### src/dcache_settings.svh
`ifndef DCACHE_SETTINGS_SVH
`define DCACHE_SETTINGS_SVH

// address split
`define DCACHE_ADDR_W     32
`define DCACHE_INDEX_W    7
`define DCACHE_OFFSET_W   6
`define DCACHE_TAG_W      (`DCACHE_ADDR_W - `DCACHE_INDEX_W - `DCACHE_OFFSET_W)

// line and way geometry
`define DCACHE_LINE_BYTES 64
`define DCACHE_LINE_BITS  (`DCACHE_LINE_BYTES * 8)
`define DCACHE_WAYS       2

`endif

### src/dcache_set_state.sv
`timescale 1ns/1ps
`default_nettype none
`include "dcache_settings.svh"

module dcache_set_state (
    input  logic                       clk,
    input  logic                       rstn,
    input  logic [`DCACHE_INDEX_W-1:0] i_index,
    input  logic                       i_touch,
    input  logic                       i_touch_way,
    input  logic                       i_dirty_we,
    input  logic                       i_dirty_way,
    input  logic                       i_dirty_val,
    output logic                       o_victim_way,
    output logic                       o_victim_dirty
);

    localparam int SETS = 1 << `DCACHE_INDEX_W;

    logic [SETS-1:0]                    mru;  // most recently used way per set
    logic [`DCACHE_WAYS-1:0][SETS-1:0]  dirty;

    // two ways, so the victim is simply the other one
    assign o_victim_way   = ~mru[i_index];
    assign o_victim_dirty = dirty[o_victim_way][i_index];

    always_ff @(posedge clk) begin
        if (!rstn) begin
            mru   <= '0;
            dirty <= '0;
        end else begin
            if (i_touch)
                mru[i_index] <= i_touch_way;
            if (i_dirty_we)
                dirty[i_dirty_way][i_index] <= i_dirty_val;
        end
    end

endmodule

`default_nettype wire

### config.mk
export PLATFORM = sky130hd
export DESIGN_NAME = dcache_set_state
export DESIGN_NICKNAME = d
export VERILOG_FILES = /design/src/dcache_set_state.sv
export VERILOG_INCLUDE_DIRS = /design/src /design/src/src
export SDC_FILE = /design/constraint.sdc
export NUM_CORES = 1
export LEC_CHECK = 0
export BUFFER_PORTS_ARGS = -buffer_cell sky130_fd_sc_hd__buf_2
export CAP_MARGIN = 20
export CORE_MARGIN = 10
export CORE_UTILIZATION = 40
export DETAILED_ROUTE_END_ITERATION = 16
export GPL_TIMING_DRIVEN = 1
export PLACE_DENSITY = 0.55
export SYNTH_ARGS = -nofsm -noshare
export SYNTH_HDL_FRONTEND = slang
export SYNTH_SLANG_ARGS = --single-unit
### constraint.sdc
create_clock -name clk -period 9.96 [get_ports clk]
set_clock_uncertainty 0.15 [all_clocks]
set_input_delay 0.996 -clock clk [delete_from_list [all_inputs] [get_ports clk]]
set_output_delay 0.996 -clock clk [all_outputs]
set_load 0.005 [all_outputs]
==> results of run 1 <==
-- synthesized netlist by cell type (6+ instances only) --
cell	count
nor2b_1	9
mux2_2	19
nand2b_1	8
nor2_1	61
a22o_1	6
a221oi_1	28
clkbuf_1	177
buf_2	12
and3_1	9
dfxtp_1	384
a221o_1	8
o22ai_1	11
a22oi_1	34
mux2i_1	25
a21boi_0	384
buf_1	37
and2_1	8
nand2_1	89
buf_6	8
mux4_2	42
o21ai_0	396
nand4_1	51
a211oi_1	6
a21oi_1	13
nand3_1	346
-- cell type report --
class | count | area [µm²] | share of cell area
inverter | 4 | 15.01 | 0.0007120
tap | 615 | 769.5 | 0.03649
clock inverter | 10 | 153.9 | 0.007298
sequential | 384 | 7687 | 0.3646
timing repair buffer | 77 | 588.1 | 0.02789
clock buffer | 71 | 1376 | 0.06527
multi-input combinational | 1610 | 10500 | 0.4978
-- critical path: stages --
cell and delay (ns):
buf_2 0.38, nor2b_1 0.84, a22oi_1 0.22, a21o_1 0.23
a2111oi_2 0.68, nor4_4 0.10, nand2_4 0.70, inv_1 0.09
buf_4 0.26, a221o_1 0.28, a221oi_1 0.25, nand3_1 0.19
a41oi_1 0.31, o22ai_1 0.12, or4_1 0.65, buf_2 0.19
-- through the flow --
step / utilization / instance area (µm²)
after floorplan: - / 19100
after CTS: 0.4437 / 21050
after global placement: 0.4110 / 19500
after global routing: 0.4444 / 21090
final: 0.4444 / 21090
after detailed placement: 0.4114 / 19520
-- logic make-up (layout without fill, tap and decap cells) --
logic type / count (synthesis) / in the layout / share of synthesized area
AOI/OAI and AO/OA: 917 / 917 / 0.3120
and+or+nand+nor: 602 / 602 / 0.1566
DFF: 384 / 384 / 0.4025
buffers and inverters: 240 / 162 / 0.05136
muxes: 91 / 91 / 0.07756
-- registers in the layout (all words and copies together) (netlist names) --
signal and cells:
mru 128, dirty 256
-- layer usage --
metal	vias to the layer above	global-route usage	part of all wire
li1	8085	-	-
met1	9111	0.3570	0.42
met2	1045	0.4054	0.44
met3	221	0.04380	0.091
met4	2	0.1068	0.041
met5	-	0	0.000092
-- power groups by stage --
stage               logic, mW  clock network [mW]  registers (mW)
global placement        0.287                   0            1.57
CTS                     0.290                1.75            1.54
global route            0.309                1.81            1.54
floorplan               0.182                   0            1.57
detailed placement      0.290                   0            1.57
finish                  0.303                1.73            1.54
-- worst max-delay path by stage --
stage                           from  cells past startpoint             end
after CTS                 i_index[2]                     16  o_victim_dirty
after global placement    i_index[2]                     16  o_victim_dirty
final                     i_index[2]                     16  o_victim_dirty
after global routing      i_index[2]                     16  o_victim_dirty
after floorplan           i_index[0]                     10  o_victim_dirty
after detailed placement  i_index[2]                     16  o_victim_dirty
==> results.toml, run 1 <==
[global_routing]
grt_usage = 0.2623
grt_pass1_wl_mm = 116.1
grt_start_max_net_pins = 191
grt_pass1_vias = 17850
grt_overflow = 0
antenna_found_initial = 2

[placed_design]
gp_congestion = 0.9023
place_inst = 2688
detailed_place_hpwl_mm = 45.30
preCtsSetupSlack_ns = 2.541
io_buffers = 15

[clock_network]
ctsHoldBuffers = 0
cts_tree = "done"
numCtsBuffers = 45
postCtsSetupRepairBufs = 0
clock_sinks = 384
postCtsResizedCells = 0
clock-root-buffer = "clkbuf_16"
clk_latency_ns = 0.57
htreeDepth = 2
clkSlewWorstSetupHoldPaths_ns = 0.06
clockBufferDepth = 3

[timing]
slew_headroom = 0.2321
finalSetupViolations = 0
finalSetupTns_ns = 0
finalWorstSetupSlack_ns = 2.252
max_freq_mhz = 129.7
drv_slew = 0
finalHoldViolCount = 0
worst_pin_slew_ns = 1.148
whs_ns = 0.3306
rsz0062_at_grt = "no"
post-route-period-util = 0.7739
fin_crit_ns = 7.708

[setup_path]
cp-start-kind = "input port"
path_class = "in -> out"
rr_worst_depth = 2
worstReg2RegEnd = "mru[69]"
regToRegSetupSlack_ns = 9.05
cp_data_arrival_time_ns = 6.56
worstPathRequired_ns = 8.81
crit_fanout = 56
end_kind = "primary output"
r2r_start = "mru[69]"

[routing]
first_pass_iters = 6
drcViolationCount = 0
avgRoutedWirePerCell_um = 27.58
ant_nets = 0
drt-vias-per-instance = 6.663
vias = 18460
drt_wl_total_mm = 76.44
drt_iter0_drc = 2389

[layout]
final_cell_mix = "o21ai_0, a21boi_0, dfxtp_1"
fin_nets = 2136
fill_cells = 4642
layout-drive-gt1-share = 0.1071
diodes = 0
synthToLayoutAreaGrowth_pct = 10.40
stdcell_count = 2771
final_common_cell = "o21ai_0"

[logic_synthesis]
syn-num-nets = 2248
synth-seq-area-share = 0.4025
synth_edf_count = 0
yosysTopAreaCellShare = 0.4025
syn_area_per_cell_um2 = 8.550
synth_seq_cells = 384
synth_cell_type_count = 58
yosys_warnings = 0
synth_area_mm2 = 0.01910
yosys-top-cells-area = "dfxtp_1, a21boi_0, o21ai_0"
yosys.area.top_type = "dfxtp_1"
syn_inst = 2234
synthFlopType = "dfxtp_1"
postSynth.asyncResetShare = 0

[power]
clkPwrFrac = 0.485
switchingPower_uw = 913.1
finalPower_mw = 3.574
powerDensity_mw_per_mm2 = 169.5
ir_worst_vdd_mv = 0.1210
p_int_mw = 2.661
leakage_nw = 6.397
combPwrFrac = 0.085
p_seq_frac = 0.431
switching_share = 0.2555

[hold_path]
hp-start = "dirty[38]"
holdPathEnd = "dirty[38]"
min_path_type = "reg -> reg"
hold_depth = 2

[floorplan]
dieArea_mm2 = 0.05689
fp.dieH_um = 238.5
start_util = 0.4026
core_region_area_mm2 = 0.04745
num_rows = 80
die_x_um = 238.5
ios = 16

[status]
status = "finished, final reports clean"

[flow_run]
drv_cap = 0
Power figures use the tool's default switching activity.
==> run 2: changes to the inputs <==
==> constraint.sdc (replaced) <==
create_clock -name clk -period 7.2 [get_ports clk]
set_clock_uncertainty 0.15 [all_clocks]
set_input_delay 0.72 -clock clk [delete_from_list [all_inputs] [get_ports clk]]
set_output_delay 0.72 -clock clk [all_outputs]
set_load 0.005 [all_outputs]
==> run 2 against run 1 <==
Clock power increased by 32%. Sequential share of layout area about the same. Sequential cell count unchanged. First-iteration DRC count increased by 5.7%. Final cell count increased by 0.25%. Count of clock-buffer cells in the layout decreased by 6. Combinational power increased by 41%. Cell area about the same. Power increased by 36%. Sequential power increased by 38%. Hold slack about the same. Largest cell class unchanged.
==> results.toml, run 2 (same netlist as run 1, synthesis figures left out) <==
[status]
status = "finished, final reports clean"

[placed_design]
preCtsSetupSlack_ns = 0.8330
gp_congestion = 0.9099
detailed_place_hpwl_mm = 46.33
place_inst = 2697
postPlaceCellArea_mm2 = 0.01962
io_buffers = 15

[setup_path]
crit_fanout = 26
critPathBufInv = 3
cp_data_arrival_time_ns = 5.75
slowest_stage = "or4_1"
path_class = "in -> out"
cp-start-kind = "input port"
crit_start = "i_index[1]"
crit_chain = "buf_2 > nor2b_1 > a22oi_1 > a21o_1 > a2111oi_2 > nor4_4 > nand2_4 > buf_12 > mux4_2 > a22oi_1 > o22ai_1 > a211oi_1 > nand4_1 > or4_1 > buf_2"
critPathTopFamily = "compound AO/OA/AOI/OAI gates"
slowest_delay_ns = 0.66
r2r_start = "dirty[213]"
worstPathRequired_ns = 6.33
end_kind = "primary output"

[timing]
max_freq_mhz = 151.1
post-route-period-util = 0.9192
finalSetupViolations = 0
worst_pin_slew_ns = 1.143
finalSetupTns_ns = 0
slew_headroom = 0.2353
drv_slew = 0
finalWorstSetupSlack_ns = 0.5817
finalHoldViolCount = 0
whs_ns = 0.3302
fin_crit_ns = 6.618
rsz0062_at_grt = "no"

[floorplan]
ios = 16
dieArea_mm2 = 0.05689
core_region_area_mm2 = 0.04745
num_rows = 80
fp.dieH_um = 238.5
start_util = 0.4026
die_x_um = 238.5

[routing]
ant_nets = 0
drt_iter0_drc = 2525
avgRoutedWirePerCell_um = 27.86
drt_wl_total_mm = 77.40
vias = 18510
top_layer = "met4"
wl_met1_mm = 32.38
first_pass_iters = 7
dr_wl_met3_mm = 7.375
drt-vias-per-instance = 6.665
drcViolationCount = 0
wl_met2_mm = 34.93

[global_routing]
antenna_found_initial = 0
grt_start_max_net_pins = 201
grt_pass1_wl_mm = 116.6
grt_overflow = 0
grt_usage = 0.2651
grt_pass1_vias = 17820

[clock_network]
clk_latency_ns = 0.58
postCtsResizedCells = 0
clock_sinks = 384
htreeDepth = 2
clock-root-buffer = "clkbuf_16"
ctsHoldBuffers = 0
clkSlewWorstSetupHoldPaths_ns = 0.06
cts_tree = "done"
clockBufferDepth = 3
postCtsSetupRepairBufs = 0
numCtsBuffers = 44

[layout]
final_cell_mix = "o21ai_0, a21boi_0, dfxtp_1"
largest_reg_flops = 256
stdcell_count = 2778
top_register = "dirty"
layout-drive-gt1-share = 0.1097
design_area_mm2 = 0.02109
fin_nets = 2144
fill_cells = 4679
fin_util = 0.4445
synthToLayoutAreaGrowth_pct = 10.41
largest_registers = "dirty x256, mru x128"
final_common_cell = "o21ai_0"

[flow_run]
drv_cap = 0

[power]
ir_worst_vdd_mv = 0.1637
finalPower_mw = 4.847
leakage_nw = 6.397
powerDensity_mw_per_mm2 = 229.8

[hold_path]
hp-start = "dirty[6]"
min_path_type = "reg -> reg"
==> run 2: cell count changes in the layout (fill, tap and decap cells not counted), sizes merged <==
cell      previous run  this run
clkbuf              72        66
diode                0         2
inv                  5         6
clkinvlp             0         1
clkinv               5         6
bufinv               4         3
buf                 76        85
==> run 2: final cells by class <==
class,instances,area (µm²),area share
antenna,2,5.005,0.0002373
clock buffer,65,1281,0.06075
clock inverter,12,145.1,0.006882
inverter,4,15.01,0.0007120
multi-input combinational,1610,10500,0.4977
sequential,384,7687,0.3645
tap,615,769.5,0.03649
timing repair buffer,86,689.4,0.03269
==> run 2: layer usage <==
metal	vias to the layer above	global-route usage
met4	0	0.1058
met2	1022	0.4100
li1	8097	-
met3	161	0.04564
met5	-	0
met1	9234	0.3609
==> run 2: worst register-to-register path, cell delays in order (launching register included) <==
cell      delay [ns]
dfxtp_1         0.45
o21ai_0         0.13
a21boi_0        0.20
==> run 2: worst paths after layout <==
kind                          to  slack (ns)  cells after the start
setup / recovery  o_victim_dirty        0.58                     15
hold / removal          dirty[6]        0.33                      2
setup reg to reg      dirty[213]        6.20                      2
hold reg to reg         dirty[6]        0.33                      2
==> run 2: where the power goes <==
part / total [mW] / switching (mW) / internal (mW)
clock: 2.29 / 0.953 / 1.34
sequential: 2.13 / 0.00199 / 2.13
combinational: 0.428 / 0.319 / 0.109
