<file path="src/dcache_settings.svh">
`ifndef DCACHE_SETTINGS_SVH
`define DCACHE_SETTINGS_SVH

// address split
`define DCACHE_ADDR_W     32
`define DCACHE_INDEX_W    7
`define DCACHE_OFFSET_W   6
`define DCACHE_TAG_W      (`DCACHE_ADDR_W - `DCACHE_INDEX_W - `DCACHE_OFFSET_W)

// line and way geometry
`define DCACHE_LINE_BYTES 64
`define DCACHE_LINE_BITS  (`DCACHE_LINE_BYTES * 8)
`define DCACHE_WAYS       2

`endif

</file>
<file path="src/dcache_pkg.sv">
`default_nettype none
`include "dcache_settings.svh"

package dcache_pkg;

    typedef enum logic {
        OP_LOAD  = 1'b0,
        OP_STORE = 1'b1
    } op_e;

    typedef enum logic [1:0] {
        SIZE_BYTE = 2'd0,
        SIZE_HALF = 2'd1,
        SIZE_WORD = 2'd2
    } size_e;

    // one pipeline access, held by the pipeline until accepted
    typedef struct packed {
        logic [`DCACHE_ADDR_W-1:0] addr;
        op_e                       op;
        size_e                     size;
        logic                      sign_ext;  // loads only
        logic [31:0]               wdata;     // stores only, low bits used
    } req_t;

    typedef struct packed {
        logic                     valid;
        logic [`DCACHE_TAG_W-1:0] tag;
    } tagv_t;

    typedef enum logic [2:0] {
        IDLE,
        LOOKUP,
        MISS,
        REFILL,
        WAIT_WRITE
    } state_e;

endpackage

`default_nettype wire

</file>
<file path="src/dcache_align.sv">
`timescale 1ns/1ps
`default_nettype none
`include "dcache_settings.svh"

module dcache_align (
    input  dcache_pkg::req_t             i_req,
    input  logic [`DCACHE_LINE_BITS-1:0] i_line,
    output logic                         o_misaligned,
    output logic [`DCACHE_LINE_BYTES-1:0] o_byte_en,
    output logic [`DCACHE_LINE_BITS-1:0] o_store_line,
    output logic [31:0]                  o_load_data
);

    logic [`DCACHE_OFFSET_W-1:0] off;
    logic [3:0]                  word_be;
    logic [31:0]                 store_word;
    logic [31:0]                 word;
    logic [31:0]                 shifted;

    assign off = i_req.addr[`DCACHE_OFFSET_W-1:0];

    always_comb begin
        case (i_req.size)
            dcache_pkg::SIZE_BYTE: begin
                word_be      = 4'b0001 << off[1:0];
                store_word   = {4{i_req.wdata[7:0]}};  // every lane, enables pick one
                o_misaligned = 1'b0;
            end
            dcache_pkg::SIZE_HALF: begin
                word_be      = 4'b0011 << off[1:0];
                store_word   = {2{i_req.wdata[15:0]}};
                o_misaligned = off[0];
            end
            default: begin
                word_be      = 4'b1111;
                store_word   = i_req.wdata;
                o_misaligned = |off[1:0];
            end
        endcase
    end

    assign o_byte_en = `DCACHE_LINE_BYTES'(word_be) << {off[5:2], 2'b00};

    // merge store data into the line under the byte enables
    always_comb begin
        for (int b = 0; b < `DCACHE_LINE_BYTES; b++) begin
            o_store_line[8*b +: 8] = o_byte_en[b] ? store_word[8*(b%4) +: 8]
                                                  : i_line[8*b +: 8];
        end
    end

    assign word    = i_line[{off[5:2], 5'b00000} +: 32];
    assign shifted = word >> {off[1:0], 3'b000};

    always_comb begin
        case (i_req.size)
            dcache_pkg::SIZE_BYTE:
                o_load_data = {{24{i_req.sign_ext & shifted[7]}}, shifted[7:0]};
            dcache_pkg::SIZE_HALF:
                o_load_data = {{16{i_req.sign_ext & shifted[15]}}, shifted[15:0]};
            default:
                o_load_data = word;
        endcase
    end

endmodule

`default_nettype wire

</file>
<file path="config.mk">
export PLATFORM = sky130hd
export DESIGN_NAME = dcache_align
export DESIGN_NICKNAME = d
export VERILOG_FILES = /design/src/dcache_pkg.sv /design/src/dcache_align.sv
export VERILOG_INCLUDE_DIRS = /design/src /design/src/src
export SDC_FILE = /design/constraint.sdc
export NUM_CORES = 1
export LEC_CHECK = 0
export ABC_AREA = 1
export BUFFER_PORTS_ARGS = -buffer_cell sky130_fd_sc_hd__buf_2
export CAP_MARGIN = 20
export CELL_PAD_IN_SITES_DETAIL_PLACEMENT = 1
export CELL_PAD_IN_SITES_GLOBAL_PLACEMENT = 1
export CORE_AREA = 2 2 458 460
export DETAILED_ROUTE_END_ITERATION = 6
export DIE_AREA = 0 0 460 462
export GPL_ROUTABILITY_DRIVEN = 0
export PLACE_DENSITY_LB_ADDON = 0.1
export SLEW_MARGIN = 30
export SYNTH_ARGS = -nofsm -noshare
export SYNTH_HDL_FRONTEND = slang
export SYNTH_SLANG_ARGS = --single-unit
</file>
<file path="constraint.sdc">
create_clock -name vclk -period 2.69
set_clock_uncertainty 0.15 [all_clocks]
set_input_delay 0.4035 -clock vclk [all_inputs]
set_output_delay 0.4035 -clock vclk [all_outputs]
set_load 0.01 [all_outputs]
</file>
==> flow_summary.json, run 1 <==
{
  "status": "complete, but fails checks",
  "violations": "setup timing",
  "wl_per_cell_um": 31.0,
  "min_path_type": "input pin to output port",
  "ir_worst_vdd_uv": 56.9,
  "seq_area_frac_synth_pct": 0,
  "place_ws_ns": -1.21,
  "end_kind": "output port",
  "dieWidth_um": 460,
  "hpwl_um": 178000,
  "fin_crit_ns": 3.03,
  "finalHoldViolCount": 0,
  "synth_xor_area_share_pct": 0,
  "avgSynthCellArea_um2": 4.86,
  "syn_to_final_growth_pct": 170,
  "io-pin-count": 1189,
  "muxShareOfSynthArea_pct": 10.4,
  "grt_pass1_wl_um": 267000,
  "worstPathMaxFanout": 8,
  "timing.fmax_ghz": 0.330,
  "regArea_um2": 0,
  "min_path_cells": 4,
  "wl_um": 214000,
  "synth-compound-area-share_pct": 35.1,
  "overflow": 0,
  "leakagePower_nw": 15.8,
  "synthAdderAreaFrac_pct": 0,
  "die_area_mm2": 0.213,
  "vias_per_cell": 3.69,
  "power.density_mw_per_mm2": 196,
  "crit_start": "i_req[38]",
  "worst_slew_pin_slew_ns": 0.527,
  "portBuffers": 1162,
  "slew_headroom_pct": 64.5,
  "fin_crit_sh_pct": 113,
  "synth-simple-area-share_pct": 38.3,
  "synth_top_family_by_area": "simple AND/OR/NAND/NOR gates",
  "drc": 0,
  "startpoint_type": "input pin",
  "vias": 25500,
  "ctsHoldBuffers": 0,
  "slew_violations": 0,
  "grt_max_degree": 29,
  "final_nets": 4759,
  "start_util_pct": 5.96,
  "postRouteAntennaNets": 0,
  "worstSetupPathType": "input pin to output port",
  "core_area_mm2": 0.208,
  "dp.cells": 6745,
  "synthesis.nets": 3130,
  "nFillCells": 25200,
  "synth_cell_types": 27,
  "cp_data_required_time_ns": 2.14,
  "synthCells": 2550,
  "stdcell_area_mm2": 0.0335,
  "placed_area_mm2": 0.0262,
  "synthesis.area_mm2": 0.0124,
  "drt_pre_antenna_iters": 5,
  "fin_ws_ns": -0.337,
  "grt_pass1_vias": 26400,
  "flops_and_latches": 0,
  "clock_buffers": 0,
  "drt_iter0_markers": 1194,
  "finalNonFillerCells": 6914,
  "drv_cap": 0,
  "crit_arrival_ns": 2.47,
  "rsz0062_at_grt": "true",
  "yosysWarnings": 0,
  "max_stage_delay_ns": 0.34,
  "cp_slowest_cell": "o211ai_1",
  "crit_top_cell": "buf_16",
  "setup_viol": 209,
  "die_h_um": 462,
  "drive_above_1_share_pct": 60.6,
  "cp_cell_sequence": "buf_16, buf_16, buf_16, buf_8, o211ai_1, nand3_2, nand3_4, nand2_4, nand2_4, nand3_4, o21ai_2, nand2_2, buf_6",
  "row_count": 168,
  "crit_end": "o_load_data[10]",
  "grt.total_usage_pct": 18.7,
  "antenna_found_initial": 79
}
==> through the flow <==
stage / TNS, ns / power (mW) / hold WS (ns) / utilization, %
after global routing: -46.79 / 7.01 / 0.979 / 16.1
after global placement: -94.22 / 5.39 / 0.988 / 12.6
final: -20.92 / 6.56 / 0.965 / 16.1
after floorplan: 0 / 1.77 / 0.789 / -
after detailed placement: -100.58 / 5.37 / 0.990 / 12.6
after CTS: -39.60 / 6.11 / 0.993 / 14.2
==> metal layers <==
layer	vias to the layer above	GRT usage, %	wire, µm
li1	11900	-	-
met1	12500	23.1	91100
met2	914	34.7	109000
met3	161	3.40	11300
met4	42	1.15	2330
met5	-	0	250
==> power by group <==
part,total [mW],switching (mW),internal [mW]
clock network,0.000000723,0,0.000000723
logic,6.56,3.82,2.74
registers,0,0,0
total,6.56,3.82,2.74
==> critical path, delay by kind of cell <==
| kind | cells | cell delay (ns) |
|---|---|---|
| compound gates | 2 | 0.43 |
| buf+inv | 5 | 0.81 |
| simple gates | 6 | 0.78 |
==> synthesized netlist by cell type <==
master | instances | area, µm²
clkinv_1 | 3 | 11.3
o21ai_1 | 17 | 85.1
nor2_1 | 132 | 495
mux2_2 | 114 | 1280
a31oi_1 | 5 | 31.3
o21ai_2 | 2 | 17.5
nand4_1 | 20 | 125
o22ai_1 | 4 | 25.0
buf_1 | 20 | 75.1
buf_4 | 14 | 105
nand4_2 | 4 | 50.1
o221ai_1 | 14 | 123
a211o_2 | 1 | 10.0
o21bai_2 | 1 | 11.3
inv_2 | 1 | 3.75
nor2_4 | 5 | 56.3
nor2_2 | 28 | 175
buf_2 | 85 | 425
o21ai_0 | 564 | 2820
nand2_1 | 711 | 2670
clkbuf_1 | 105 | 394
a21oi_1 | 112 | 561
inv_1 | 265 | 995
buf_6 | 1 | 11.3
o211ai_1 | 87 | 653
a211oi_1 | 1 | 7.51
nand3_1 | 234 | 1170
==> final cells by class <==
cell class         instances  area [µm²]  share of cell area [%]
well taps               2720        3400                    10.2
repair inverters           4        37.5                   0.112
inverters                269        1140                    3.40
multi-input cells       2056       13600                    40.6
diodes                    17        42.5                   0.127
repair buffers          1848       15300                    45.6
==> cell usage in the layout (no fill, tap or decap), types with 18 or more instances in the layout <==
cell type	count
mux2_4	97
o21ai_4	26
buf_4	413
buf_2	940
nor2_2	18
nand2_4	38
buf_12	132
nand4_1	20
o21ai_1	106
buf_6	294
o211ai_1	87
a21oi_1	86
nor2_4	62
inv_1	237
o21ai_0	308
nand2_1	579
nand2_2	94
nand3_2	77
buf_8	25
nor2_1	85
buf_16	22
nand3_4	38
o21ai_2	143
nand3_1	119
==> worst min-delay path by stage <==
stage / to / startpoint
3_3_place_gp: o_store_line[355] / i_line[355]
4_1_cts: o_store_line[292] / i_line[292]
2_1_floorplan: o_store_line[112] / i_line[112]
6_report: o_store_line[357] / i_line[357]
3_5_place_dp: o_store_line[355] / i_line[355]
5_1_grt: o_store_line[357] / i_line[357]
==> logic make-up after synthesis <==
| group | count (synthesis) |
|---|---|
| AO/OA/AOI/OAI | 808 |
| buffers and inverters | 494 |
| multiplexers | 114 |
| AND/OR/NAND/NOR | 1134 |
==> timing repair <==
action                     CTS  global route
setup endpoints to repair  436           495
pin swaps                   81           151
gates resized for setup    611           975
cloned                      26            15
setup buffers               52            88
Power figures use the tool's default switching activity.
==> run 2, diff against run 1 <==
BUFFER_PORTS_ARGS = -buffer_cell sky130_fd_sc_hd__buf_4   (was -buffer_cell sky130_fd_sc_hd__buf_2)
clock period = 2.9 ns   (was 2.69 ns; I/O delays follow)
==> run 2 against run 1 <==
Net effect: the run still ends with setup timing left; flip-flop and latch count is the same; die area is the same; critical path depth grew 3; via count shrank 3.3%; final area shrank 2.0%; combinational power shrank 7.3%; worst setup slack gained 0.22 ns; utilization shrank 0.33 points; sequential share of layout area is the same; total power shrank 7.3%; worst hold slack gained 0.080 ns; critical endpoint is now o_load_data[27]; highest routed layer unchanged.
==> flow_summary.json, run 2 (synthesis results as in run 1) <==
{
  "die_area_mm2": 0.213,
  "fin_crit_sh_pct": 104,
  "fin_crit_ns": 3.02,
  "grt_pass1_vias": 26200,
  "startpoint_type": "input pin",
  "use_met1_pct": 22.1,
  "antenna_found_initial": 53,
  "row_count": 168,
  "rsz0062_at_grt": "true",
  "top_usage_layer": "met2",
  "grt_max_degree": 35,
  "final_common_cell": "buf_4",
  "drt_pre_antenna_iters": 5,
  "stdcell_area_mm2": 0.0328,
  "regArea_um2": 0,
  "drv_cap": 0,
  "drc": 0,
  "drt_iter0_markers": 1123,
  "setup_viol": 35,
  "worstPathMaxFanout": 13,
  "grt.met3_usage_pct": 4.81,
  "dieWidth_um": 460,
  "flops_and_latches": 0,
  "clock_buffers": 0,
  "drive_above_1_share_pct": 54.9,
  "mostFrequentLayoutCells": "buf_4, nand2_1, o21ai_0, inv_1, buf_6",
  "cp_data_required_time_ns": 2.32,
  "postRouteAntennaNets": 0,
  "status": "complete, but fails checks",
  "fin_ws_ns": -0.118,
  "ir_worst_vdd_uv": 46.5,
  "vias_per_cell": 3.63,
  "placed_area_mm2": 0.0287,
  "grt_util_met2_pct": 33.7,
  "leakagePower_nw": 15.3,
  "wl_um": 211000,
  "grt_pass1_wl_um": 264000,
  "worstSetupPathType": "input pin to output port",
  "place_ws_ns": -0.875,
  "overflow": 0,
  "multi_input_area_mm2": 0.0124,
  "slew_violations": 0,
  "nFillCells": 25200,
  "start_util_pct": 5.96,
  "timing.fmax_ghz": 0.331,
  "power.density_mw_per_mm2": 185,
  "final_nets": 4657,
  "min_path_type": "input pin to output port",
  "syn_to_final_growth_pct": 165,
  "ctsHoldBuffers": 0,
  "crit_arrival_ns": 2.43,
  "grt.total_usage_pct": 18.6,
  "violations": "setup timing",
  "core_area_mm2": 0.208,
  "portBuffers": 1162,
  "slew_headroom_pct": 56.2,
  "worst_slew_pin_slew_ns": 0.651,
  "io-pin-count": 1189,
  "end_kind": "output port",
  "hpwl_um": 180000,
  "setup_tns_ns": -2.13,
  "finalHoldViolCount": 0,
  "die_h_um": 462,
  "vias": 24700,
  "wl_per_cell_um": 31.0
}
run 2: cell types whose count changed in the layout (fill, tap and decap cells not counted), sizes merged:
cell	delta
clkbuf	-5
clkinv	-3
diode	-6
buf	-94
run 2: cell type report:
| type | instances | area share, % |
|---|---|---|
| timing repair buffer | 1749 | 48.5 |
| antenna | 11 | 0.0839 |
| tap | 2720 | 10.4 |
| multi-input combinational | 2056 | 37.8 |
| inverter | 269 | 3.22 |
| timing repair inverter | 1 | 0.0229 |
run 2: worst paths after layout:
path                  cells after the start           endpoint  slack (ns)         from
worst max-delay path                     16    o_load_data[27]       -0.12    i_req[38]
worst min-delay path                      4  o_store_line[324]        1.05  i_line[324]
run 2: per-layer routing:
layer / vias up / part of all wire, %
met1: 12000 / 41
met2: 911 / 50
li1: 11600 / -
met5: - / 0.10
met3: 121 / 6.8
met4: 36 / 1.6
run 2: worst max-delay path, cell delays in order:
cell and delay [ns]:
buf_16 0.14, buf_16 0.19, buf_12 0.15, buf_12 0.13, nand2_1 0.09, nand3_2 0.09, nand3_2 0.10, nand3_4 0.08
nand2_4 0.08, nand2_4 0.07, nand2_4 0.06, o21bai_4 0.18, buf_12 0.17, buf_12 0.14, nand3_4 0.08, buf_6 0.13
run 2: where the power goes:
group	total (mW)	leakage (nW)	switching (mW)	internal, mW
combinational	6.08	15.3	3.39	2.69
clock	0.000000463	0.0000692	0	0.000000463
sequential	0	0	0	0
total	6.08	15.3	3.39	2.69
run 2: per-stage QoR:
| step | power (mW) | hold slack (ns) | instances | util, % |
|---|---|---|---|---|
| after floorplan | 1.64 | 0.852 | 2550 | - |
| after global routing | 6.50 | 1.06 | 6802 | 15.8 |
| final | 6.08 | 1.05 | 6806 | 15.8 |
| after detailed placement | 5.49 | 1.04 | 6707 | 13.8 |
| after global placement | 5.50 | 1.04 | 6707 | 13.8 |
| after CTS | 6.00 | 1.05 | 6768 | 15.0 |
run 2: repair_timing:
item                                    CTS  global route
pin swaps                                61           106
resized for setup                       446           362
endpoints found under the setup margin  232           304
gates cloned                             17            11
buffers inserted                         50            32
==> run 3, diff against run 2 <==
CORE_AREA = 2 2 467 469   (was 2 2 458 460)
DIE_AREA = 0 0 469 471   (was 0 0 460 462)
MAX_ROUTING_LAYER = met4   (was not set)
clock period = 2.55 ns   (was 2.9 ns; I/O delays follow)
==> run 3 against run 2 <==
Net effect: the flow still finishes with violations (setup timing); non-clock buffer count is 135 higher; flip-flop and latch count stayed put; global-route usage is 0.16 points higher; worst setup slack worse by 0.25 ns; worst hold slack worse by 0.14 ns; die area is 3.9% higher; routed wire length is 0.67% higher; largest power group unchanged; highest routed layer is now met4.
==> flow_summary.json, run 3 (synthesis results as in run 1) <==
{
  "finalHoldViolCount": 0,
  "drt_pre_antenna_iters": 4,
  "io-pin-count": 1189,
  "drive_above_1_share_pct": 59.6,
  "wl_per_cell_um": 30.0,
  "vias_per_cell": 3.57,
  "slew_violations": 0,
  "dieWidth_um": 469,
  "leakagePower_nw": 16.4,
  "die_area_mm2": 0.221,
  "stdcell_area_mm2": 0.0355,
  "finalNonFillerCells": 7085,
  "setup_tns_ns": -44.56,
  "fin_crit_sh_pct": 114,
  "dp.cells": 6918,
  "max_stage_delay_ns": 0.17,
  "whs_ns": 0.904,
  "postRouteAntennaNets": 0,
  "nFillCells": 25900,
  "worstPathMaxFanout": 8,
  "slew_headroom_pct": 64.5,
  "fin_ws_ns": -0.366,
  "rsz0062_at_grt": "true",
  "regArea_um2": 0,
  "grt_max_degree": 31,
  "fin_crit_ns": 2.92,
  "utilization_pct": 16.4,
  "crit_top_cell": "buf_12",
  "drc": 0,
  "final_common_cell": "buf_4",
  "ir_worst_vdd_uv": 48.4,
  "min_path_type": "input pin to output port",
  "worstSetupPathType": "input pin to output port",
  "core_area_mm2": 0.216,
  "clock_buffers": 0,
  "cp_data_required_time_ns": 2.02,
  "mostFrequentLayoutCells": "buf_4, nand2_1, o21ai_0, inv_1, buf_6",
  "flops_and_latches": 0,
  "crit_arrival_ns": 2.38,
  "power.density_mw_per_mm2": 203,
  "startpoint_type": "input pin",
  "placed_area_mm2": 0.0295,
  "portBuffers": 1162,
  "final_nets": 4793,
  "worst_slew_pin_slew_ns": 0.526,
  "syn_to_final_growth_pct": 186,
  "die_h_um": 471,
  "setup_viol": 413,
  "overflow": 0,
  "row_count": 171,
  "wl_um": 212000,
  "grt_pass1_vias": 27200,
  "hpwl_um": 182000,
  "ctsHoldBuffers": 0,
  "cp_slowest_cell": "buf_12",
  "start_util_pct": 5.74,
  "end_kind": "output port",
  "violations": "setup timing",
  "vias": 25300,
  "cp_cell_sequence": "buf_16, buf_12, buf_12, nor2_4, nor2_1, o21ai_1, nand3_1, nand3_2, nand2_4, nand2_2, nand2_2, o21bai_4, buf_12, buf_12, buf_16, nand3_2, buf_6",
  "drt_iter0_markers": 1035,
  "grt_pass1_wl_um": 271000,
  "timing.fmax_ghz": 0.343,
  "status": "complete, but fails checks",
  "grt.total_usage_pct": 18.7,
  "antenna_found_initial": 40,
  "drv_cap": 0
}
==> run 3: cell count changes in the layout (fill, tap and decap cells not counted), sizes merged <==
cell	delta
clkinv	+4
buf	+141
clkinvlp	-2
diode	+9
clkbuf	-4
bufbuf	-2
inv	-1
==> run 3: path summary, 6_finish.rpt <==
check                  start               end  slack [ns]  cells after the start
setup / recovery   i_req[38]   o_load_data[28]       -0.37                     17
hold / removal    i_line[36]  o_store_line[36]        0.90                      4
==> run 3: what timing repair did <==
action,CTS,global route
buffers inserted,111,29
pin swaps,154,88
setup endpoints to repair,568,547
gates cloned,28,5
gates resized for setup,945,292
==> run 3: layout make-up <==
class | count | area (µm²) | share of cell area (%)
Antenna cell | 20 | 50.0 | 0.141
Inverter | 269 | 1100 | 3.11
Multi-Input combinational cell | 2056 | 13100 | 36.9
Tap cell | 2854 | 3570 | 10.1
Timing Repair Buffer | 1884 | 17600 | 49.7
Timing Repair inverter | 2 | 17.5 | 0.0494
==> run 3: power by group <==
| part | leakage, nW | internal [mW] | switching, mW |
|---|---|---|---|
| registers | 0 | 0 | 0 |
| clock network | 0.000122 | 0.000000948 | 0 |
| logic | 16.4 | 3.25 | 3.96 |
==> run 3: stage by stage <==
| step | setup WS, ns | total power, mW |
|---|---|---|
| 3_5_place_dp | -1.04 | 6.34 |
| 6_report | -0.366 | 7.21 |
| 5_1_grt | -0.450 | 7.72 |
| 2_1_floorplan | 0.0145 | 1.87 |
| 3_3_place_gp | -1.03 | 6.36 |
| 4_1_cts | -0.396 | 7.23 |
==> run 3: critical path: cells and delay by family <==
kind | cells | cell delay (ns)
simple gates | 8 | 0.71
compound gates | 2 | 0.25
buf+inv | 7 | 0.99
==> run 3: layer usage <==
layer / vias up / wire length (µm) / global-route usage (%)
met3: 79 / 12400 / 3.62
li1: 11900 / - / -
met1: 12400 / 89500 / 22.3
met4: 0 / 2460 / 1.35
met2: 862 / 108000 / 33.6
met5: - / 0 / -
