**src/dcache_settings.svh**
```systemverilog
`ifndef DCACHE_SETTINGS_SVH
`define DCACHE_SETTINGS_SVH

// address split
`define DCACHE_ADDR_W     32
`define DCACHE_INDEX_W    7
`define DCACHE_OFFSET_W   6
`define DCACHE_TAG_W      (`DCACHE_ADDR_W - `DCACHE_INDEX_W - `DCACHE_OFFSET_W)

// line and way geometry
`define DCACHE_LINE_BYTES 64
`define DCACHE_LINE_BITS  (`DCACHE_LINE_BYTES * 8)
`define DCACHE_WAYS       2

`endif

```
**src/mem_bus_pkg.sv**
```systemverilog
`default_nettype none
`include "dcache_settings.svh"

package mem_bus_pkg;

    // whole line read, address is line aligned
    typedef struct packed {
        logic [`DCACHE_ADDR_W-1:0] addr;
    } line_rd_t;

    typedef struct packed {
        logic [`DCACHE_ADDR_W-1:0]    addr;
        logic [`DCACHE_LINE_BITS-1:0] line;
    } line_wr_t;

endpackage

`default_nettype wire

```
**src/dcache_writeback.sv**
```systemverilog
`timescale 1ns/1ps
`default_nettype none
`include "dcache_settings.svh"

module dcache_writeback (
    input  logic                         clk,
    input  logic                         rstn,
    input  logic                         i_start,
    input  logic                         i_need_write,
    input  logic [`DCACHE_LINE_BITS-1:0] i_victim_line,
    input  logic [`DCACHE_TAG_W-1:0]     i_victim_tag,
    input  logic [`DCACHE_INDEX_W-1:0]   i_index,
    input  logic                         i_clear,
    output logic                         o_done,
    output logic                         o_mem_wr_valid,
    input  logic                         i_mem_wr_ready,
    output mem_bus_pkg::line_wr_t        o_mem_wr
);

    typedef enum logic [1:0] {
        WB_INIT,
        WB_WRITE,
        WB_FINISH
    } wb_state_e;

    wb_state_e             state_q;
    mem_bus_pkg::line_wr_t wbuf;

    always_ff @(posedge clk) begin
        if (!rstn) begin
            state_q <= WB_INIT;
        end else begin
            case (state_q)
                WB_INIT:   if (i_start) state_q <= i_need_write ? WB_WRITE : WB_FINISH;
                WB_WRITE:  if (i_mem_wr_ready) state_q <= WB_FINISH;
                WB_FINISH: if (i_clear) state_q <= WB_INIT;
                default:   state_q <= WB_INIT;
            endcase
        end
    end

    // victim line leaves the array before the refill overwrites it
    always_ff @(posedge clk) begin
        if (state_q == WB_INIT && i_start) begin
            wbuf.addr <= {i_victim_tag, i_index, {`DCACHE_OFFSET_W{1'b0}}};
            wbuf.line <= i_victim_line;
        end
    end

    assign o_mem_wr       = wbuf;
    assign o_mem_wr_valid = state_q == WB_WRITE;
    assign o_done         = state_q == WB_FINISH;  // level until cleared

endmodule

`default_nettype wire

```
**config.mk**
```make
export PLATFORM = sky130hd
export DESIGN_NAME = dcache_writeback
export DESIGN_NICKNAME = d
export VERILOG_FILES = /design/src/mem_bus_pkg.sv /design/src/dcache_writeback.sv
export VERILOG_INCLUDE_DIRS = /design/src /design/src/src
export SDC_FILE = /design/constraint.sdc
export NUM_CORES = 1
export LEC_CHECK = 0
export BUFFER_PORTS_ARGS = -buffer_cell sky130_fd_sc_hd__buf_2
export CAP_MARGIN = 5
export CORE_AREA = 8 8 420 422
export CTS_CLUSTER_DIAMETER = 80
export DETAILED_ROUTE_END_ITERATION = 10
export DIE_AREA = 0 0 428 430
export PLACE_DENSITY = 0.34
export SYNTH_ARGS = -nofsm -noshare
export SYNTH_HDL_FRONTEND = slang
export SYNTH_SLANG_ARGS = --single-unit
```
**constraint.sdc**
```tcl
create_clock -name clk -period 88.4 [get_ports clk]
set_input_delay 17.68 -clock clk [delete_from_list [all_inputs] [get_ports clk]]
set_output_delay 17.68 -clock clk [all_outputs]
set_load 0.05 [all_outputs]
```
==> impl_metrics.csv, run 1 <==
group,metric,value,unit
sta,timing.slew.headroom,29.2,%
synthesis,yosysTopAreaCell,"edfxtp_1",
run_status,status,"finished clean",
synthesis,ys_ff_latch,540,
placement,placedInstanceArea,24600,µm²
drt,ant_nets,0,
layout,fin_util,16.0,%
global_route,overflow,0,
global_route,grt_use_total,12.3,%
die,dieArea,184000,µm²
layout,layout-drive-gt1-share,67.6,%
synthesis,synth.area.top_cells,"edfxtp_1 (99%), buf_4 (0.28%), dfxtp_1 (0.25%)",
synthesis,ys_types,13,
global_route,grt_busiest_layer,"met2",
synthesis,synth_common_cells,"edfxtp_1 (538), buf_4 (6), dfxtp_1 (2), nand2b_1 (2), nor3b_1 (2)",
setup_path,crit_path_end_kind,"flop",
layout,fin_nets,2274,
power,p_sw,0.237,mW
power,p_sw_share,31.7,%
drt,drt_iter0_markers,645,
synthesis,synthXorXnorAreaFrac,0,%
setup_path,worstPathRequired,88.69,ns
sta,worst_slack,66.79,ns
setup_path,crit_chain,"buf_2 > nor3b_2 > buf_4 > buf_4 > buf_4 > buf_4",
placement,placed_cells,3882,
placement,place_congestion,0.873,
global_route,grt_pass1_wl,144000,µm
setup_path,arrival,21.89,ns
global_route,grt_antenna_before_repair,144,
synthesis,syn-cell-area,16300,µm²
synthesis,synth-simple-area-share,0.337,%
job,maxCapViolations,0,
cts,clk_path_buf_depth,3,
setup_path,critPathLaunchType,"primary input",
sta,maxSlewViolCount,0,
power,p_per_area,27.5,nW/µm²
cts,cts_root_buffer,"clkbuf_16",
die,start_util,9.59,%
drt,drc,0,
layout,fin_area,27200,µm²
layout,nFillCells,18800,
synthesis,synth-edff-count,538,
sta,fin_skew,0.0232,ns
sta,fin_crit,21.61,ns
power,pwr-share-comb,15.5,%
synthesis,synth_top_area_share,99.0,%
synthesis,synth_compound_area_share,0.123,%
power,power.leakage,10.8,nW
cts,cts-resized-gates,0,
power,p_total,0.747,mW
sta,hold_slack,0.564,ns
setup_path,critPathSlowestCell,"buf_4",
power,ir_drop,0.0132,mV
synthesis,synth_warnings,0,
sta,setup_viol_count_final,0,
global_route,grt_pass1_vias,11900,
power,clkPwrFrac,42.3,%
synthesis,synth_flop_cell,"edfxtp_1",
drt,dr_total_vias,11500,
cts,clk_pin_slew_worst_paths,0.06,ns
die,die_h,430,µm
die,rows,152,
cts,clock_latency,0.68,ns
sta,post-route-period-util,24.4,%
global_route,grt_max_degree,78,
cts,cts_max_level,3,
sta,rsz0062_at_grt,"no",
sta,final.setup.tns,0,ns
sta,hold_violations,0,
min_path,min_path_type,"flop to flop",
drt,viasPerCell,2.84,
global_route,met1_usage,11.9,%
setup_path,max_stage_delay,0.89,ns
placement,io_buffers,1083,
die,io-pin-count,1090,
setup_path,path_max_fanout,77,
die,design.core.area,170000,µm²
setup_path,criticalPathCategory,"primary input to flop",
layout,final_cells,4041,
layout,area.growth.synth_to_final,66.7,%
placement,dpl.hpwl,102000,µm
synthesis,netlist_instances,558,
synthesis,synthMuxAreaShare,0,%
setup_path,crit_path_frequent_cell,"buf_4",
power,pwr-share-seq,42.2,%
power,p_int,0.511,mW
synthesis,avgSynthCellArea,29.2,µm²
placement,pre_cts_ws,66.04,ns
cts,numCtsBuffers,79,
cts,postCtsSetupBuffers,0,
drt,wl_per_cell,29.3,µm
die,die_w,428,µm
drt,first_pass_iters,5,
drt,wirelength,119000,µm
cts,hold_buffers,0,
sta,worstMarginPinSlew,1.06,ns
global_route,use_met3,9.14,%
cts,cts.sinks,540,
synthesis,synth.most_common_cell,"edfxtp_1",
synthesis,synthAdderAreaFrac,0,%
synthesis,seq_area_frac_synth,99.2,%
synthesis,synth_top_family_by_area,"simple AND/OR/NAND/NOR gates",
synthesis,ys_async_sr_fraction,0,%
global_route,gr-usage-met2,20.4,%
cts,tritoncts,"done",
sta,fmax,46.3,MHz
[placed cells by master, fill, tap and decap left out, types with 2 or more instances in the layout]
cell type | synthesis | layout
bufinv_16 | 0 | 5
inv_16 | 0 | 2
dfxtp_1 | 2 | 2
conb_1 | 1 | 6
inv_8 | 0 | 3
clkinv_1 | 0 | 13
nand2b_1 | 2 | 2
clkinv_2 | 0 | 12
clkinv_4 | 0 | 3
diode_2 | 0 | 15
clkbuf_1 | 0 | 12
clkinv_8 | 0 | 2
buf_2 | 0 | 1083
inv_6 | 0 | 7
clkinvlp_4 | 0 | 3
clkinv_16 | 0 | 2
buf_4 | 6 | 9
edfxtp_1 | 538 | 538
clkbuf_16 | 0 | 80
[power by group through the flow]
stage	sequential (mW)	combinational, mW	clock [mW]
floorplan	0.408	0.00783	0
global placement	0.320	0.119	0
detailed placement	0.320	0.118	0
CTS	0.316	0.119	0.330
global route	0.317	0.122	0.338
finish	0.315	0.116	0.316
[critical path, delay by kind of cell]
family                 cells  cell delay, ns
buffers and inverters      5            3.18
AND/OR/NAND/NOR            1            0.75
[cell families after synthesis]
kind of cell	after synthesis
buffers and inverters	6
flip-flops	540
AO/OA/AOI/OAI	3
other	1
AND/OR/NAND/NOR	8
[per-layer routing]
| metal | wire length [µm] | share of wire (%) |
|---|---|---|
| met1 | 39300 | 33 |
| met2 | 57000 | 48 |
| met3 | 18300 | 15 |
| met4 | 3700 | 3.1 |
| met5 | 110 | 0.093 |
[registers in the layout, summed over array words and instances (netlist names)]
name and count:
state_q 2, o_mem_wr 538
[path summary, 6_finish.rpt]
path,start,endpoint,slack [ns],cells after the start
max,i_start,o_mem_wr[213]$_DFFE_PP_,66.79,6
min,state_q[0]$_SDFFE_PN0P_,state_q[0]$_SDFFE_PN0P_,0.56,2
max reg2reg,state_q[1]$_SDFFE_PN0P_,o_mem_wr[213]$_DFFE_PP_,83.53,5
min reg2reg,state_q[0]$_SDFFE_PN0P_,state_q[0]$_SDFFE_PN0P_,0.56,2
[final cells by class]
type | count | area, µm² | share of cell area (%)
multi-input combinational | 17 | 103 | 0.377
antenna | 15 | 37.5 | 0.138
sequential | 540 | 16200 | 59.5
clock buffer | 92 | 2050 | 7.53
clock inverter | 52 | 536 | 1.97
timing repair buffer | 1092 | 5490 | 20.2
tap | 2233 | 2790 | 10.3
Power figures use the tool's default switching activity.
==> inputs of run 2 (changes only) <==
--- a/config.mk
+++ b/config.mk
@@ -8,11 +8,11 @@
 export LEC_CHECK = 0
 export BUFFER_PORTS_ARGS = -buffer_cell sky130_fd_sc_hd__buf_2
 export CAP_MARGIN = 5
-export CORE_AREA = 8 8 420 422
+export CORE_AREA = 8 8 424 426
 export CTS_CLUSTER_DIAMETER = 80
 export DETAILED_ROUTE_END_ITERATION = 10
-export DIE_AREA = 0 0 428 430
-export PLACE_DENSITY = 0.34
+export DIE_AREA = 0 0 432 434
+export PLACE_DENSITY = 0.35
 export SYNTH_ARGS = -nofsm -noshare
 export SYNTH_HDL_FRONTEND = slang
 export SYNTH_SLANG_ARGS = --single-unit
==> constraint.sdc (replaced) <==
create_clock -name clk -period 17.7 [get_ports clk]
set_input_delay 3.54 -clock clk [delete_from_list [all_inputs] [get_ports clk]]
set_output_delay 3.54 -clock clk [all_outputs]
set_load 0.05 [all_outputs]
==> run 2 against run 1 <==
- clock-buffer cell count increased by 2
- register-to-register slack got worse by 69 ns
- non-clock buffer count decreased by 1
- die area increased by 1.9%
- worst setup slack got worse by 55 ns
- sequential share of layout area decreased by 0.51 points
- highest routed layer unchanged
- global-route usage decreased by 0.96 points
- largest power group unchanged
- first-iteration DRC count increased by 4.5%
- largest cell class unchanged
- cell count increased by 2.6%
- total power increased to 5.1 times the previous value
- sequential power increased to 5.0 times the previous value
==> impl_metrics.csv, run 2 (synthesis gave the netlist of run 1 again) <==
group,metric,value,unit
cts,cts.sinks,540,
global_route,grt_pass1_wl,135000,µm
cts,clock_latency,0.68,ns
sta,final.setup.tns,0,ns
cts,cts_max_level,3,
setup_path,rr_startpoint,"state_q[0]$_SDFFE_PN0P_",
die,dieArea,187000,µm²
layout,fin_nets,2273,
sta,fmax,181,MHz
setup_path,crit_chain,"buf_2 > nor3b_4 > buf_12 > buf_4 > buf_4",
cts,clk_path_buf_depth,3,
setup_path,crit_path_frequent_cell,"buf_4",
min_path,hold_depth,2,
die,io-pin-count,1090,
setup_path,path_max_fanout,118,
sta,setup_viol_count_final,0,
layout,layout-drive-gt1-share,67.8,%
global_route,grt_use_total,11.3,%
placement,place_congestion,0.878,
setup_path,worstPathRequired,17.99,ns
die,die_w,432,µm
drt,drc,0,
setup_path,critPathLaunchType,"primary input",
placement,io_buffers,1083,
cts,numCtsBuffers,79,
setup_path,cpLargestDelayFamily,"buffers and inverters",
setup_path,startpoint,"i_start",
sta,fin_skew,0.0209,ns
setup_path,arrival,5.80,ns
layout,layout_common_cells,"buf_2 (1,083), edfxtp_1 (538), clkbuf_16 (82)",
setup_path,reg2reg_depth,4,
cts,hold_buffers,0,
global_route,grt_max_degree,119,
sta,timing.slew.headroom,34.2,%
min_path,min_path_type,"flop to flop",
min_path,min_from,"state_q[0]$_SDFFE_PN0P_",
setup_path,critPathSlowestCell,"buf_4",
placement,dpl.hpwl,96500,µm
setup_path,cp.depth,5,
cts,clk_pin_slew_worst_paths,0.05,ns
power,p_per_area,138,nW/µm²
layout,area.growth.synth_to_final,68.1,%
drt,wirelength,113000,µm
global_route,overflow,0,
cts,postCtsSetupBuffers,0,
drt,drt_iter0_markers,674,
sta,hold_slack,0.582,ns
drt,wl_per_cell,27.3,µm
sta,rsz0062_at_grt,"no",
layout,final_common_cell,"buf_2",
layout,largest_register_ffs,538,
global_route,grt_pass1_vias,11300,
setup_path,crit_path_end_kind,"flop",
setup_path,critPathBufInv,4,
cts,cts_root_buffer,"clkbuf_16",
setup_path,max_stage_delay,0.71,ns
setup_path,criticalPathCategory,"primary input to flop",
cts,tritoncts,"done",
sta,post-route-period-util,31.1,%
drt,ant_nets,0,
cts,cts-resized-gates,0,
global_route,grt_antenna_before_repair,130,
power,ir_drop,0.0677,mV
drt,viasPerCell,2.70,
sta,worstMarginPinSlew,0.987,ns
job,maxCapViolations,0,
sta,fin_crit,5.51,ns
die,die_h,434,µm
sta,maxSlewViolCount,0,
die,start_util,9.44,%
drt,dr_total_vias,11200,
die,rows,153,
sta,hold_violations,0,
power,power.leakage,10.8,nW
drt,first_pass_iters,4,
die,design.core.area,173000,µm²
run_status,status,"finished clean",
run 2: cell count changes in the layout (fill, tap and decap cells not counted), moves of 2 or more:
cell / change
buf_4: -2
bufinv_16: +2
clkbuf_16: +2
clkinv_1: -3
diode_2: +13
inv_6: +3
run 2: report_power, final:
part	internal, mW	total, mW	switching, mW
registers	1.53	1.57	0.0400
clock network	0.964	1.63	0.670
logic	0.102	0.573	0.470
run 2: worst paths after layout:
check / end / slack, ns
worst max-delay path: o_mem_wr[255]$_DFFE_PP_ / 12.19
worst min-delay path: state_q[0]$_SDFFE_PN0P_ / 0.58
worst max register to register: o_mem_wr[255]$_DFFE_PP_ / 14.76
worst min register to register: state_q[0]$_SDFFE_PN0P_ / 0.58
run 2: cell type report:
class / count / area (µm²)
timing repair buffer: 1091 / 5490
antenna: 28 / 70.1
fill: 19200 / 145000
clock buffer: 94 / 2100
multi-input combinational: 17 / 109
sequential: 540 / 16200
clock inverter: 52 / 563
tap: 2325 / 2910
run 2: metrics by stage:
step | util [%] | cell area [µm²] | std cells | power [mW] | worst slack (ns)
global placement | 14.3 | 24700 | 3973 | 2.18 | 11.35
CTS | 15.8 | 27400 | 4119 | 3.86 | 12.13
global route | 15.8 | 27400 | 4129 | 3.92 | 11.99
finish | 15.9 | 27400 | 4147 | 3.78 | 12.19
detailed placement | 14.3 | 24700 | 3973 | 2.18 | 11.35
floorplan | - | 16300 | 563 | 1.98 | 0.145
run 2: metal layers:
layer	GRT usage, %	wire [µm]
met1	12.0	39900
met2	18.4	54200
met3	6.80	15300
met4	4.28	3850
met5	0	55
run 2: worst reg2reg max path: stages (launching register included):
cell and delay (ns):
dfxtp_1 0.38, nor3b_4 0.29, buf_12 0.49, buf_4 0.57, buf_4 0.74
==> inputs of run 3 (changes only) <==
--- a/config.mk
+++ b/config.mk
@@ -8,11 +8,11 @@
 export LEC_CHECK = 0
 export BUFFER_PORTS_ARGS = -buffer_cell sky130_fd_sc_hd__buf_2
 export CAP_MARGIN = 5
-export CORE_AREA = 8 8 424 426
+export CORE_AREA = 8 8 420 422
 export CTS_CLUSTER_DIAMETER = 80
 export DETAILED_ROUTE_END_ITERATION = 10
-export DIE_AREA = 0 0 432 434
-export PLACE_DENSITY = 0.35
+export DIE_AREA = 0 0 428 430
+export PLACE_DENSITY = 0.34
 export SYNTH_ARGS = -nofsm -noshare
 export SYNTH_HDL_FRONTEND = slang
 export SYNTH_SLANG_ARGS = --single-unit
==> constraint.sdc (replaced) <==
create_clock -name clk -period 5.5 [get_ports clk]
set_input_delay 1.1 -clock clk [delete_from_list [all_inputs] [get_ports clk]]
set_output_delay 1.1 -clock clk [all_outputs]
set_load 0.05 [all_outputs]
==> run 3 against run 2 <==
- worst hold slack improved by 0.0076 ns
- largest cell class unchanged
- die area fell by 1.8%
- utilization rose by 0.078 points
- via count rose by 4.2%
- wire length rose by 8.1%
- global-route usage rose by 1.3 points
- sequential power rose to 3.3 times the previous value
- largest power group is now registers
- combinational power rose to 3.3 times the previous value
==> impl_metrics.csv, run 3 (synthesis gave the netlist of run 1 again) <==
group,metric,value,unit
layout,nFillCells,18900,
layout,fin_util,15.9,%
run_status,status,"finished clean",
cts,cts_max_level,3,
layout,fin_nets,2279,
sta,hold_violations,0,
setup_path,arrival,1.61,ns
setup_path,path_max_fanout,1,
drt,viasPerCell,2.89,
drt,drt_iter0_markers,941,
layout,final_common_cell,"buf_2",
drt,ant_nets,0,
drt,wirelength,122000,µm
sta,setup_viol_count_final,0,
power,pwr-share-seq,43.5,%
die,io-pin-count,1090,
power,p_int,8.06,mW
placement,placedInstanceArea,24800,µm²
setup_path,critPathBufInv,1,
layout,layout_common_cells,"buf_2 (1,083), edfxtp_1 (538), clkbuf_16 (76)",
cts,hold_buffers,0,
power,p_per_area,432,nW/µm²
setup_path,criticalPathCategory,"flop to output port",
die,rows,152,
layout,final_cells,4030,
power,ir_drop,0.214,mV
sta,rsz0062_at_grt,"no",
job,maxCapViolations,0,
global_route,grt_max_degree,85,
setup_path,crit_path_end_kind,"output port",
setup_path,cpLargestDelayFamily,"flip-flops",
sta,post-route-period-util,49.3,%
die,die_w,428,µm
power,p_sw_share,31.3,%
sta,timing.slew.headroom,59.1,%
die,dieArea,184000,µm²
drt,met3_length,13900,µm
global_route,overflow,0,
global_route,grt_antenna_before_repair,120,
drt,drc,0,
layout,fin_area,27100,µm²
layout,layout-drive-gt1-share,67.3,%
min_path,min_path_type,"flop to flop",
sta,worst_slack,2.79,ns
sta,fin_crit,2.71,ns
drt,dr_total_vias,11700,
cts,numCtsBuffers,73,
power,p_sw,3.67,mW
layout,area.growth.synth_to_final,66.4,%
global_route,grt_pass1_vias,11900,
drt,dr_wl_met2,59500,µm
die,design.core.area,170000,µm²
setup_path,worstPathRequired,4.40,ns
cts,cts-resized-gates,0,
die,start_util,9.59,%
global_route,grt_use_total,12.6,%
sta,maxSlewViolCount,0,
drt,first_pass_iters,5,
cts,tritoncts,"done",
drt,met1_length,46100,µm
power,clkPwrFrac,40.4,%
placement,dpl.hpwl,106000,µm
setup_path,r2r_slack,3.37,ns
sta,fmax,369,MHz
sta,fin_skew,0.0314,ns
setup_path,crit_chain,"buf_2",
placement,io_buffers,1083,
die,die_h,430,µm
setup_path,critPathSlowestCell,"edfxtp_1",
layout,largest_register_ffs,538,
cts,cts_root_buffer,"clkbuf_16",
sta,final.setup.tns,0,ns
placement,place_congestion,0.913,
setup_path,critPathLaunchType,"flop",
placement,placed_cells,3893,
sta,hold_slack,0.589,ns
setup_path,max_stage_delay,0.59,ns
cts,postCtsSetupBuffers,0,
cts,cts.sinks,540,
cts,clk_path_buf_depth,3,
drt,routed.top_layer,"met5",
global_route,grt_pass1_wl,148000,µm
power,pwr-share-comb,16.1,%
drt,wl_per_cell,30.4,µm
sta,worstMarginPinSlew,0.613,ns
placement,pre_cts_ws,2.46,ns
power,power.leakage,10.8,nW
power,p_total,11.7,mW
cts,clk_pin_slew_worst_paths,0.06,ns
cts,clock_latency,0.68,ns
-- run 3: power by group through the flow --
stage | registers, mW | logic, mW | clock network, mW
after floorplan | 6.25 | 0.127 | 0
final | 5.11 | 1.88 | 4.74
after CTS | 5.11 | 1.92 | 4.96
after global routing | 5.13 | 1.96 | 5.07
after global placement | 5.19 | 1.91 | 0
after detailed placement | 5.18 | 1.91 | 0
-- run 3: final cells by class --
type / count / area, µm² / share of cell area (%)
Sequential cell: 540 / 16200 / 59.7
Clock inverter: 42 / 394 / 1.45
Multi-Input combinational cell: 17 / 109 / 0.401
Tap cell: 2233 / 2790 / 10.3
Clock buffer: 89 / 1950 / 7.19
Antenna cell: 6 / 15.0 / 0.0553
Timing Repair Buffer: 1103 / 5690 / 21.0
-- run 3: final timing paths --
| kind | startpoint | endpoint | cells past startpoint |
|---|---|---|---|
| max reg2reg | state_q[0]$_SDFFE_PN0P_ | o_mem_wr[468]$_DFFE_PP_ | 4 |
| min reg2reg | state_q[0]$_SDFFE_PN0P_ | state_q[0]$_SDFFE_PN0P_ | 2 |
| max | o_mem_wr[428]$_DFFE_PP_ | o_mem_wr[428] | 1 |
| min | state_q[0]$_SDFFE_PN0P_ | state_q[0]$_SDFFE_PN0P_ | 2 |
-- run 3: metal layers --
layer | global-route usage, % | vias up
met4 | 2.63 | 6
met5 | 0 | -
li1 | - | 4658
met2 | 21.4 | 843
met1 | 14.3 | 5896
met3 | 6.35 | 250
-- run 3: tightest hold or removal path: cells and delay by family (launching register included) --
kind,cells,cell delay [ns]
AOI/OAI and AO/OA,1,0.05
and+or+nand+nor,1,0.11
DFF,1,0.39
